## config.mk

```make
export PLATFORM = sky130hd
export DESIGN_NAME = link_top
export DESIGN_NICKNAME = d
export VERILOG_FILES = /design/src/link_pkg.sv /design/src/link_arq_ctrl.sv /design/src/link_tx_framer.sv /design/src/link_rx_parser.sv /design/src/link_apb_regs.sv /design/src/link_top.sv
export SDC_FILE = /design/constraint.sdc
export NUM_CORES = 2
export LEC_CHECK = 0
export ABC_CLOCK_PERIOD_IN_PS = 3900
export BUFFER_PORTS_ARGS = -buffer_cell sky130_fd_sc_hd__buf_2
export CAP_MARGIN = 25
export CORE_UTILIZATION = 26
export DETAILED_ROUTE_END_ITERATION = 16
export SLEW_MARGIN = 40
export SYNTH_ARGS = -nofsm -noshare
export SYNTH_HDL_FRONTEND = slang
export SYNTH_SLANG_ARGS = --single-unit
```

## constraint.sdc

```tcl
create_clock -name clk -period 3.9 [get_ports clk]
set_input_delay 0.39 -clock clk [delete_from_list [all_inputs] [get_ports clk]]
set_output_delay 0.39 -clock clk [all_outputs]
set_load 0.05 [all_outputs]
```

## src/link_pkg.sv

```systemverilog
package link_pkg;

    typedef logic [3:0]  btype_t;
    typedef logic [11:0] buf_addr_t;
    typedef logic [11:0] dlen_t;
    typedef logic [7:0]  byte_t;
    typedef logic [11:0] apb_addr_t;
    typedef logic [31:0] apb_data_t;

    // Frame type codes, upper nibble of the header byte.
    localparam btype_t BT_INIT   = 4'd0;
    localparam btype_t BT_ACK    = 4'd1;
    localparam btype_t BT_NAK    = 4'd2;
    localparam btype_t BT_DIDX   = 4'd5;
    localparam btype_t BT_DPARAM = 4'd6;
    localparam btype_t BT_DDIDX  = 4'd7;
    localparam btype_t BT_LINK   = 4'd9;
    localparam btype_t BT_DATA0  = 4'd13;
    localparam btype_t BT_DATA1  = 4'd14;
    localparam btype_t BT_ERROR  = 4'd15;   // Checksum failure.

    localparam int BUF_DEPTH   = 64;
    localparam int BUF_AW      = $clog2(BUF_DEPTH);
    localparam int ANS_TIMEOUT = 128;       // Cycles.
    localparam int MAX_TRIES   = 10;

    // APB register map.
    localparam apb_addr_t REG_CTRL   = 12'h000;
    localparam apb_addr_t REG_BTYPE  = 12'h004;
    localparam apb_addr_t REG_DLEN   = 12'h008;
    localparam apb_addr_t REG_ADDR   = 12'h00C;
    localparam apb_addr_t REG_STATUS = 12'h010;
    localparam apb_addr_t TXBUF_BASE = 12'h100;
    localparam apb_addr_t RXBUF_BASE = 12'h200;

endpackage

```

## src/link_arq_ctrl.sv

```systemverilog
`timescale 1ns/10ps

module link_arq_ctrl (
    input  logic                clk,
    input  logic                rst,
    input  logic                send_req,
    input  link_pkg::btype_t    send_btype,
    input  link_pkg::dlen_t     send_dlen,
    input  link_pkg::buf_addr_t send_addr,
    output logic                send_done,
    output logic                send_fail,
    output logic                read_valid,
    output link_pkg::btype_t    read_btype,
    input  logic                read_ack,
    output logic                tx_req,
    output link_pkg::btype_t    tx_btype,
    output link_pkg::buf_addr_t tx_addr,
    output link_pkg::dlen_t     tx_len,
    input  logic                tx_done,
    input  logic                rx_req,
    output logic                rx_ack,
    input  link_pkg::btype_t    rx_btype
);

    typedef enum logic [3:0] {
        S_IDLE,
        S_WAIT,
        S_SEND_PREP,
        S_SEND_DATA,
        S_SEND_DONE,
        S_SEND_FAIL,
        S_RANS_WAIT,
        S_RANS_TOUT,
        S_RANS_TAKE,
        S_RANS_DONE,
        S_READ_PREP,
        S_READ_DATA,
        S_WANS_PREP,
        S_WANS_SEND,
        S_READ_DONE
    } arq_state_t;

    arq_state_t state;
    arq_state_t next_state;
    arq_state_t goto_state;     // Where to go once the answer handshake closes.

    logic [$clog2(link_pkg::ANS_TIMEOUT):0] timer;
    logic [$clog2(link_pkg::MAX_TRIES):0]   tries;
    logic                                    time_up;
    logic                                    last_try;
    logic                                    answerable;

    assign time_up  = timer >= link_pkg::ANS_TIMEOUT - 1;
    assign last_try = tries >= link_pkg::MAX_TRIES - 1;
    assign answerable = read_btype inside {link_pkg::BT_DIDX, link_pkg::BT_DPARAM,
                                           link_pkg::BT_DDIDX, link_pkg::BT_LINK,
                                           link_pkg::BT_ERROR};

    assign send_done  = (state == S_SEND_DONE) || (state == S_SEND_FAIL);
    assign send_fail  = state == S_SEND_FAIL;
    assign read_valid = state == S_READ_DONE;
    assign tx_req     = (state == S_SEND_DATA) || (state == S_WANS_SEND);
    assign rx_ack     = (state == S_RANS_DONE) || (state == S_READ_DATA);

    always_ff @(posedge clk or posedge rst) begin
        if (rst) begin
            state <= S_IDLE;
        end else begin
            state <= next_state;
        end
    end

    always_comb begin
        next_state = state;
        case (state)
            S_IDLE:      next_state = S_WAIT;
            S_WAIT: begin
                if (send_req) next_state = S_SEND_PREP;     // Send wins over receive.
                else if (rx_req) next_state = S_READ_PREP;
            end
            S_SEND_PREP: next_state = S_SEND_DATA;
            S_SEND_DATA: if (tx_done) next_state = S_RANS_WAIT;
            S_RANS_WAIT: begin
                if (time_up) next_state = S_RANS_TOUT;
                else if (rx_req) next_state = S_RANS_TAKE;
            end
            S_RANS_TOUT: next_state = last_try ? S_SEND_FAIL : S_SEND_DATA;
            S_RANS_TAKE: next_state = S_RANS_DONE;
            S_RANS_DONE: if (!rx_req) next_state = goto_state;
            S_SEND_DONE: if (!send_req) next_state = S_WAIT;
            S_SEND_FAIL: if (!send_req) next_state = S_WAIT;
            S_READ_PREP: next_state = S_READ_DATA;
            S_READ_DATA: if (!rx_req) next_state = S_WANS_PREP;
            S_WANS_PREP: next_state = answerable ? S_WANS_SEND : S_WAIT;
            S_WANS_SEND: if (tx_done) next_state = S_READ_DONE;
            S_READ_DONE: if (read_ack || time_up) next_state = S_WAIT;
            default:     next_state = S_IDLE;
        endcase
    end

    // Answer decision, taken while the peer's frame is still presented.
    always_ff @(posedge clk or posedge rst) begin
        if (rst) begin
            goto_state <= S_IDLE;
        end else if (state == S_RANS_TAKE) begin
            // ACK and any type other than NAK complete the send.
            if (rx_btype != link_pkg::BT_NAK) goto_state <= S_SEND_DONE;
            else if (last_try) goto_state <= S_SEND_FAIL;
            else goto_state <= S_SEND_DATA;
        end
    end

    always_ff @(posedge clk or posedge rst) begin
        if (rst) begin
            tx_btype   <= link_pkg::BT_INIT;
            tx_addr    <= '0;
            tx_len     <= '0;
            read_btype <= link_pkg::BT_INIT;
        end else begin
            case (state)
                S_WAIT: read_btype <= link_pkg::BT_INIT;
                S_SEND_PREP: begin
                    tx_btype <= send_btype;
                    tx_addr  <= send_addr;
                    tx_len   <= send_dlen;
                end
                S_READ_PREP: read_btype <= rx_btype;
                S_WANS_PREP: begin
                    tx_btype <= (read_btype == link_pkg::BT_ERROR) ? link_pkg::BT_NAK
                                                                   : link_pkg::BT_ACK;
                    tx_addr  <= '0;
                    tx_len   <= '0;     // Answers carry no payload.
                end
                default: ;
            endcase
        end
    end

    always_ff @(posedge clk or posedge rst) begin
        if (rst) begin
            timer <= '0;
            tries <= '0;
        end else begin
            if (state == S_RANS_WAIT || state == S_READ_DONE) timer <= timer + 1'b1;
            else timer <= '0;
            if (state == S_WAIT) tries <= '0;
            else if (state == S_RANS_TOUT || state == S_RANS_TAKE) tries <= tries + 1'b1;
        end
    end

endmodule

```

## src/link_tx_framer.sv

```systemverilog
`timescale 1ns/10ps

module link_tx_framer (
    input  logic                clk,
    input  logic                rst,
    input  logic                tx_req,
    input  link_pkg::btype_t    tx_btype,
    input  link_pkg::buf_addr_t tx_addr,
    input  link_pkg::dlen_t     tx_len,
    output logic                tx_done,
    output link_pkg::buf_addr_t txbuf_addr,
    input  link_pkg::byte_t     txbuf_data,
    output link_pkg::byte_t     tx_data,
    output logic                tx_valid,
    input  logic                tx_ready
);

    typedef enum logic [2:0] {F_IDLE, F_HDR, F_LEN, F_PAY, F_CSUM, F_DONE} fr_state_t;

    fr_state_t       state;
    link_pkg::dlen_t idx;       // Payload byte index.
    link_pkg::byte_t csum;
    logic            xfer;

    assign xfer       = tx_valid && tx_ready;
    assign tx_valid   = state inside {F_HDR, F_LEN, F_PAY, F_CSUM};
    assign tx_done    = state == F_DONE;
    assign txbuf_addr = link_pkg::buf_addr_t'((tx_addr + idx) % link_pkg::BUF_DEPTH);

    // Inputs are stable during a request, so the byte holds under back-pressure.
    always_comb begin
        case (state)
            F_HDR:   tx_data = {tx_btype, tx_len[11:8]};
            F_LEN:   tx_data = tx_len[7:0];
            F_PAY:   tx_data = txbuf_data;
            F_CSUM:  tx_data = csum;
            default: tx_data = '0;
        endcase
    end

    always_ff @(posedge clk or posedge rst) begin
        if (rst) begin
            state <= F_IDLE;
            idx   <= '0;
            csum  <= '0;
        end else begin
            if (xfer && state != F_CSUM) csum <= csum ^ tx_data;
            case (state)
                F_IDLE: begin
                    idx  <= '0;
                    csum <= '0;
                    if (tx_req) state <= F_HDR;
                end
                F_HDR: if (xfer) state <= F_LEN;
                F_LEN: if (xfer) state <= (tx_len == '0) ? F_CSUM : F_PAY;
                F_PAY: begin
                    if (xfer) begin
                        idx <= idx + 1'b1;
                        if (idx == tx_len - 1'b1) state <= F_CSUM;
                    end
                end
                F_CSUM: if (xfer) state <= F_DONE;
                F_DONE: if (!tx_req) state <= F_IDLE;   // Four-phase release.
                default: state <= F_IDLE;
            endcase
        end
    end

endmodule

```

## src/link_rx_parser.sv

```systemverilog
`timescale 1ns/10ps

module link_rx_parser (
    input  logic                clk,
    input  logic                rst,
    input  link_pkg::byte_t     rx_data,
    input  logic                rx_valid,
    output logic                rx_req,
    input  logic                rx_ack,
    output link_pkg::btype_t    rx_btype,
    output logic                rxbuf_we,
    output link_pkg::buf_addr_t rxbuf_addr,
    output link_pkg::byte_t     rxbuf_data
);

    typedef enum logic [2:0] {P_HDR, P_LEN, P_PAY, P_CSUM, P_REQ, P_REL} ps_state_t;

    ps_state_t        state;
    link_pkg::btype_t hdr_btype;
    link_pkg::dlen_t  len;
    link_pkg::dlen_t  idx;
    link_pkg::byte_t  csum;     // Running XOR of the frame so far.

    assign rx_req     = state == P_REQ;
    assign rxbuf_we   = (state == P_PAY) && rx_valid;
    assign rxbuf_addr = link_pkg::buf_addr_t'(idx % link_pkg::BUF_DEPTH);
    assign rxbuf_data = rx_data;

    always_ff @(posedge clk or posedge rst) begin
        if (rst) begin
            state     <= P_HDR;
            hdr_btype <= link_pkg::BT_INIT;
            len       <= '0;
            idx       <= '0;
            csum      <= '0;
            rx_btype  <= link_pkg::BT_INIT;
        end else begin
            case (state)
                P_HDR: begin
                    if (rx_valid) begin
                        hdr_btype  <= rx_data[7:4];
                        len[11:8]  <= rx_data[3:0];
                        csum       <= rx_data;
                        state      <= P_LEN;
                    end
                end
                P_LEN: begin
                    if (rx_valid) begin
                        len[7:0] <= rx_data;
                        csum     <= csum ^ rx_data;
                        idx      <= '0;
                        state    <= ({len[11:8], rx_data} == '0) ? P_CSUM : P_PAY;
                    end
                end
                P_PAY: begin
                    if (rx_valid) begin
                        csum <= csum ^ rx_data;
                        idx  <= idx + 1'b1;
                        if (idx == len - 1'b1) state <= P_CSUM;
                    end
                end
                P_CSUM: begin
                    if (rx_valid) begin
                        rx_btype <= (rx_data == csum) ? hdr_btype : link_pkg::BT_ERROR;
                        state    <= P_REQ;
                    end
                end
                P_REQ: if (rx_ack) state <= P_REL;
                P_REL: if (!rx_ack) state <= P_HDR;    // Bytes seen here are dropped.
                default: state <= P_HDR;
            endcase
        end
    end

endmodule

```

## src/link_apb_regs.sv

```systemverilog
`timescale 1ns/10ps

module link_apb_regs (
    input  logic                  clk,
    input  logic                  rst,
    input  link_pkg::apb_addr_t   paddr,
    input  logic                  psel,
    input  logic                  penable,
    input  logic                  pwrite,
    input  link_pkg::apb_data_t   pwdata,
    output link_pkg::apb_data_t   prdata,
    output logic                  pready,
    output logic                  pslverr,
    input  link_pkg::buf_addr_t   txbuf_addr,
    output link_pkg::byte_t       txbuf_data,
    input  logic                  rxbuf_we,
    input  link_pkg::buf_addr_t   rxbuf_addr,
    input  link_pkg::byte_t       rxbuf_data,
    output logic                  send_req,
    output link_pkg::btype_t      send_btype,
    output link_pkg::dlen_t       send_dlen,
    output link_pkg::buf_addr_t   send_addr,
    input  logic                  send_done,
    input  logic                  send_fail,
    input  logic                  read_valid,
    input  link_pkg::btype_t      read_btype,
    output logic                  read_ack
);

    link_pkg::byte_t             txbuf [link_pkg::BUF_DEPTH];
    link_pkg::byte_t             rxbuf [link_pkg::BUF_DEPTH];
    logic                        done_flag;
    logic                        fail_flag;
    logic                        wr_en;
    logic                        wr_ctrl;
    logic                        is_reg;
    logic                        is_txbuf;
    logic                        is_rxbuf;
    logic [link_pkg::BUF_AW-1:0] buf_idx;

    assign wr_en    = psel && penable && pwrite;
    assign wr_ctrl  = wr_en && (paddr == link_pkg::REG_CTRL);
    assign is_reg   = paddr inside {link_pkg::REG_CTRL, link_pkg::REG_BTYPE, link_pkg::REG_DLEN,
                                    link_pkg::REG_ADDR, link_pkg::REG_STATUS};
    assign is_txbuf = paddr[11:8] == link_pkg::TXBUF_BASE[11:8];
    assign is_rxbuf = paddr[11:8] == link_pkg::RXBUF_BASE[11:8];
    assign buf_idx  = paddr[link_pkg::BUF_AW+1:2];      // One byte per word.

    assign pready     = 1'b1;
    assign pslverr    = psel && penable && !(is_reg || is_txbuf || is_rxbuf);
    assign txbuf_data = txbuf[txbuf_addr[link_pkg::BUF_AW-1:0]];

    always_ff @(posedge clk) begin
        if (wr_en && is_txbuf) txbuf[buf_idx] <= pwdata[7:0];
        if (rxbuf_we) rxbuf[rxbuf_addr[link_pkg::BUF_AW-1:0]] <= rxbuf_data;
    end

    always_ff @(posedge clk or posedge rst) begin
        if (rst) begin
            send_req   <= 1'b0;
            done_flag  <= 1'b0;
            fail_flag  <= 1'b0;
            read_ack   <= 1'b0;
            send_btype <= link_pkg::BT_INIT;
            send_dlen  <= '0;
            send_addr  <= '0;
        end else begin
            read_ack <= wr_ctrl && pwdata[1] && read_valid;
            if (send_done) begin
                send_req  <= 1'b0;
                done_flag <= 1'b1;
                fail_flag <= send_fail;
            end else if (wr_ctrl && pwdata[0]) begin
                send_req  <= 1'b1;     // A new start clears the sticky bits.
                done_flag <= 1'b0;
                fail_flag <= 1'b0;
            end
            if (wr_en && paddr == link_pkg::REG_BTYPE) send_btype <= pwdata[3:0];
            if (wr_en && paddr == link_pkg::REG_DLEN) send_dlen <= pwdata[11:0];
            if (wr_en && paddr == link_pkg::REG_ADDR) send_addr <= pwdata[11:0];
        end
    end

    always_comb begin
        prdata = '0;
        if (is_txbuf) prdata = link_pkg::apb_data_t'(txbuf[buf_idx]);
        else if (is_rxbuf) prdata = link_pkg::apb_data_t'(rxbuf[buf_idx]);
        else if (paddr == link_pkg::REG_CTRL) prdata = link_pkg::apb_data_t'(send_req);
        else if (paddr == link_pkg::REG_BTYPE) prdata = link_pkg::apb_data_t'(send_btype);
        else if (paddr == link_pkg::REG_DLEN) prdata = link_pkg::apb_data_t'(send_dlen);
        else if (paddr == link_pkg::REG_ADDR) prdata = link_pkg::apb_data_t'(send_addr);
        else if (paddr == link_pkg::REG_STATUS)
            prdata = link_pkg::apb_data_t'({read_btype, read_valid, fail_flag, done_flag,
                                            send_req});
    end

endmodule

```

## src/link_top.sv

```systemverilog
`timescale 1ns/10ps

module link_top (
    input  logic                clk,
    input  logic                rst,
    input  link_pkg::apb_addr_t paddr,
    input  logic                psel,
    input  logic                penable,
    input  logic                pwrite,
    input  link_pkg::apb_data_t pwdata,
    output link_pkg::apb_data_t prdata,
    output logic                pready,
    output logic                pslverr,
    output link_pkg::byte_t     tx_data,
    output logic                tx_valid,
    input  logic                tx_ready,
    input  link_pkg::byte_t     rx_data,
    input  logic                rx_valid
);

    logic                send_req, send_done, send_fail;
    logic                read_valid, read_ack;
    logic                tx_req, tx_done, rx_req, rx_ack, rxbuf_we;
    link_pkg::btype_t    send_btype, read_btype, tx_btype, rx_btype;
    link_pkg::dlen_t     send_dlen, tx_len;
    link_pkg::buf_addr_t send_addr, tx_addr, txbuf_addr, rxbuf_addr;
    link_pkg::byte_t     txbuf_data, rxbuf_data;

    link_apb_regs u_regs (
        .clk, .rst,
        .paddr, .psel, .penable, .pwrite, .pwdata, .prdata, .pready, .pslverr,
        .txbuf_addr, .txbuf_data,
        .rxbuf_we, .rxbuf_addr, .rxbuf_data,
        .send_req, .send_btype, .send_dlen, .send_addr, .send_done, .send_fail,
        .read_valid, .read_btype, .read_ack
    );

    link_arq_ctrl u_ctrl (
        .clk, .rst,
        .send_req, .send_btype, .send_dlen, .send_addr, .send_done, .send_fail,
        .read_valid, .read_btype, .read_ack,
        .tx_req, .tx_btype, .tx_addr, .tx_len, .tx_done,
        .rx_req, .rx_ack, .rx_btype
    );

    link_tx_framer u_framer (
        .clk, .rst,
        .tx_req, .tx_btype, .tx_addr, .tx_len, .tx_done,
        .txbuf_addr, .txbuf_data,
        .tx_data, .tx_valid, .tx_ready
    );

    link_rx_parser u_parser (
        .clk, .rst,
        .rx_data, .rx_valid,
        .rx_req, .rx_ack, .rx_btype,
        .rxbuf_we, .rxbuf_addr, .rxbuf_data
    );

endmodule

```

==> metrics.md <==
| Metric | Value |
|---|---|
| CTS tree | yes |
| Worst setup EP type | primary output |
| Avg Cell Area, Syn | 17.3 um2 |
| Final HPWL DP | 102 mm |
| Setup crit start kind | register |
| Setup Crit Path Kind | register to primary output |
| Syn-to-layout area delta | 19.2% |
| Worst endpoint required time | 3.51 ns |
| Async S/R FF share, synth | 0.123 |
| Final Util | 0.313 |
| Num CTS Buffers | 111 |
| Final WS setup | -0.695 ns |
| Met3 wire len | 10.9 mm |
| DR iter-0 viols | 3644 |
| Vias in the first global route | 30716 |
| Share of post-route cells with drive strength above 1 | 0.334 |
| Main combinational cell family by area after synthesis | multiplexers |
| Final wirelength | 149 mm |
| Routed len/inst | 24.4 um |
| Synth Flop Type | edfxtp_1 |
| Die ar. | 204000 um2 |
| Critical Path Max Stage Delay | 0.85 ns |
| H-tree Lvls | 3 |
| Post-synth EDFFs | 1024 |
| Post-Syn Area | 52600 um2 |
| VDD IR max | 0.000408 V |
| FF-to-FF Start | u_framer.idx[0] |
| Synth Warn # | 0 |
| Register area share after synthesis | 0.653 |
| Crit path DAT | 4.21 ns |
| Power per cell area | 484 nW/um2 |
| Max frequency | 218 MHz |
| Antenna viol nets, final | 0 |
| Gr usage total | 0.143 |
| Worst-path clk slew | 0.06 ns |
| Synth Area in XOR/XNOR | 0.0106 |
| Min cycle time layout | 4.60 ns |
| Worst Skew | 0.0270 ns |
| Met2 routed WL | 72.3 mm |
| Vias per inst | 5.10 |
| Nets | 3451 |
| FILL cells | 19309 |
| Initial Util | 0.262 |
| Io pins | 102 |
| Normalized max-slew margin | 0.424 |
| Initial antenna violation count | 6 |
| Largest net degree at the start of global routing | 102 |
| Mux cell area share after synthesis | 0.208 |
| Post-synth top area share | 0.584 |
| Status | finished with violations |
| Pins Over Slew Limit | 0 |
| Wl on met1 | 62.4 mm |
| Tcrit/Tclk final | 1.18 |
| Placed cell area | 58400 um2 |
| Via Count | 31243 |
| Max-cap violations | 0 |
| Post-place setup slack | -0.169 ns |
| Residual DRC count | 0 |
| Slowest CP cell | fa_4 |
| Post-synthesis adder-cell area fraction | 0.00366 |
| HP Start | rx_data[4] |
| DIE WIDTH | 452 um |
| Worst hold margin | 0.0562 ns |
| Setup-failing EPs final | 8 |
| Worst Path Max Fanout | 6 |
| Yosys top cell by area | edfxtp_1 |
| CP Cell Sequence | ha_4, inv_2, fa_4, buf_6, buf_12, buf_12, mux4_2, a2111oi_4, a211oi_2, o31ai_1, buf_4, o21a_1, o21ai_2, buf_6 |
| Top routing layer in use | met4 |
| Hold Vio Cnt, Final | 0 |
| Register bit total from synthesis | 1168 |
| Failing checks | setup timing |
| Clk_lat worst skew | 0.73 ns |
| Routability cong. | 0.892 |
| Worst-margin pin slew | 0.860 ns |
| Overflow after GRT | 0 |
| Synth Area in Simple Gates | 0.0580 |
| Core footprint | 200000 um2 |
| IO Port Bufs | 60 |
| CTS Buffer Depth | 3 |
| Top cells by area, synth | edfxtp_1 58%, mux4_2 18%, dfrtp_1 6.8% |
| DR pass1 iterations | 6 |
| Die Y | 452 um |
| Row count | 164 |
| Yosys cell types | 82 |
| Gate Count Post-Synth | 3037 |
| Clk sink count | 1168 |
| Final Cell Area | 62700 um2 |
| RSZ-0062 raised after global routing | yes |
| Hold crit path type | input port to register |
| First-pass GRT wire length | 217 mm |
| Leak | 20.8 nW |
| Crit path launch | u_framer.idx[0] |
| Compound-Gate Fraction of Synth Area | 0.0431 |
| Clock Root Buffer | clkbuf_16 |
[cell type report]
type                            count  area [um2]  area share
Antenna cell                        3        7.51    0.000120
Clock buffer                      126        2890      0.0460
Clock inverter                     76         579     0.00924
Inverter                           27         105     0.00168
Multi-Input combinational cell   1635       17600       0.280
Sequential cell                  1168       34400       0.548
Tap cell                         2656        3320      0.0530
Timing Repair Buffer              435        3900      0.0622
[power breakdown]
group          total (mW)  leakage, nW  internal, mW  switching, mW
registers            14.3         11.1          13.9          0.426
clock network        10.5         1.69          5.81           4.72
logic                5.46         7.98          2.43           3.03
[worst paths after layout]
kind / endpoint / slack (ns) / cells after the start
max in group asynchronous: u_parser.idx[5] / 3.00 / 4
min: u_parser.csum[4] / 0.06 / 3
max reg2reg: u_framer.csum[2] / 0.08 / 16
min reg2reg: u_ctrl.goto_state[1] / 0.48 / 1
max: tx_data[3] / -0.70 / 14
min in group asynchronous: u_ctrl.timer[3] / 0.40 / 4
[cell usage in the layout (no fill, tap or decap), types with 19 or more instances in the layout]
cell type  instances
edfxtp_1        1024
mux4_2           415
buf_4            322
nor2_1           188
nand2_1          173
dfrtp_1          144
clkbuf_16        116
mux2i_1           86
a21oi_1           66
nand4_1           56
mux2_2            49
o21ai_0           46
buf_12            43
nand3_1           41
clkinv_1          38
nor3_1            36
buf_2             35
xnor2_1           32
o22ai_1           30
nor2_2            28
a22o_1            27
xor2_1            24
inv_1             21
conb_1            21
clkinv_2          20
buf_6             20
nand2b_1          19
[per-layer routing]
layer / track usage / up-vias
li1: - / 13025
met1: 0.195 / 16634
met2: 0.235 / 1389
met3: 0.0224 / 195
met4: 0.0369 / 0
met5: 0 / -
[state kept, by name, summed over array words and instances, names as in the netlist, 12 cells and up]
signal and flops:
u_regs.send_addr 12, u_regs.txbuf 512, u_parser.len 12, u_parser.idx 12, u_regs.send_dlen 12, u_regs.rxbuf 512
u_framer.idx 12, u_ctrl.tx_len 12
[Yosys cell counts, types with 49 or more instances]
cell type and number:
buf_2 59, mux2_2 49, mux2i_1 92, nand2_1 173, a21oi_1 67, o21ai_0 54
clkbuf_1 98, nand4_1 56, dfrtp_1 144, nor2_1 216, mux4_2 414, edfxtp_1 1024
[worst max-delay path: cells and delay by family, from the launching register on]
| kind | cells | cell delay (ns) |
|---|---|---|
| flops | 1 | 0.39 |
| compound gates | 5 | 0.97 |
| buf+inv | 6 | 0.79 |
| mux | 1 | 0.33 |
| fa+ha+maj | 2 | 1.01 |
[metrics by stage]
step | power (mW) | setup TNS [ns] | std cells
floorplan | 17.9 | 0 | 3056
global placement | 19.7 | -0.745 | 5881
detailed placement | 19.8 | -0.649 | 5882
CTS | 30.3 | -6.26 | 6100
global route | 31.4 | -6.19 | 6124
finish | 30.3 | -5.20 | 6126
[what timing repair did]
item	in CTS	in global routing
resized for setup	39	63
cloned	0	3
hold buffers	6	0
buffers inserted	10	21
pin swaps	9	34
endpoints found under the hold margin	154	0
endpoints found under the setup margin	10	11
[cell families (layout without fill, tap and decap cells)]
family                     count (synthesis)  in the layout
AOI/OAI and AO/OA                        328            328
xor gates and xnor gates                  60             60
adders and majority gates                 15             15
buffers and inverters                    253            664
DFF                                     1168           1168
muxes                                    560            560
other                                      2             24
and+or+nand+nor                          651            651
Note: power is estimated with default switching activity, not from simulation.
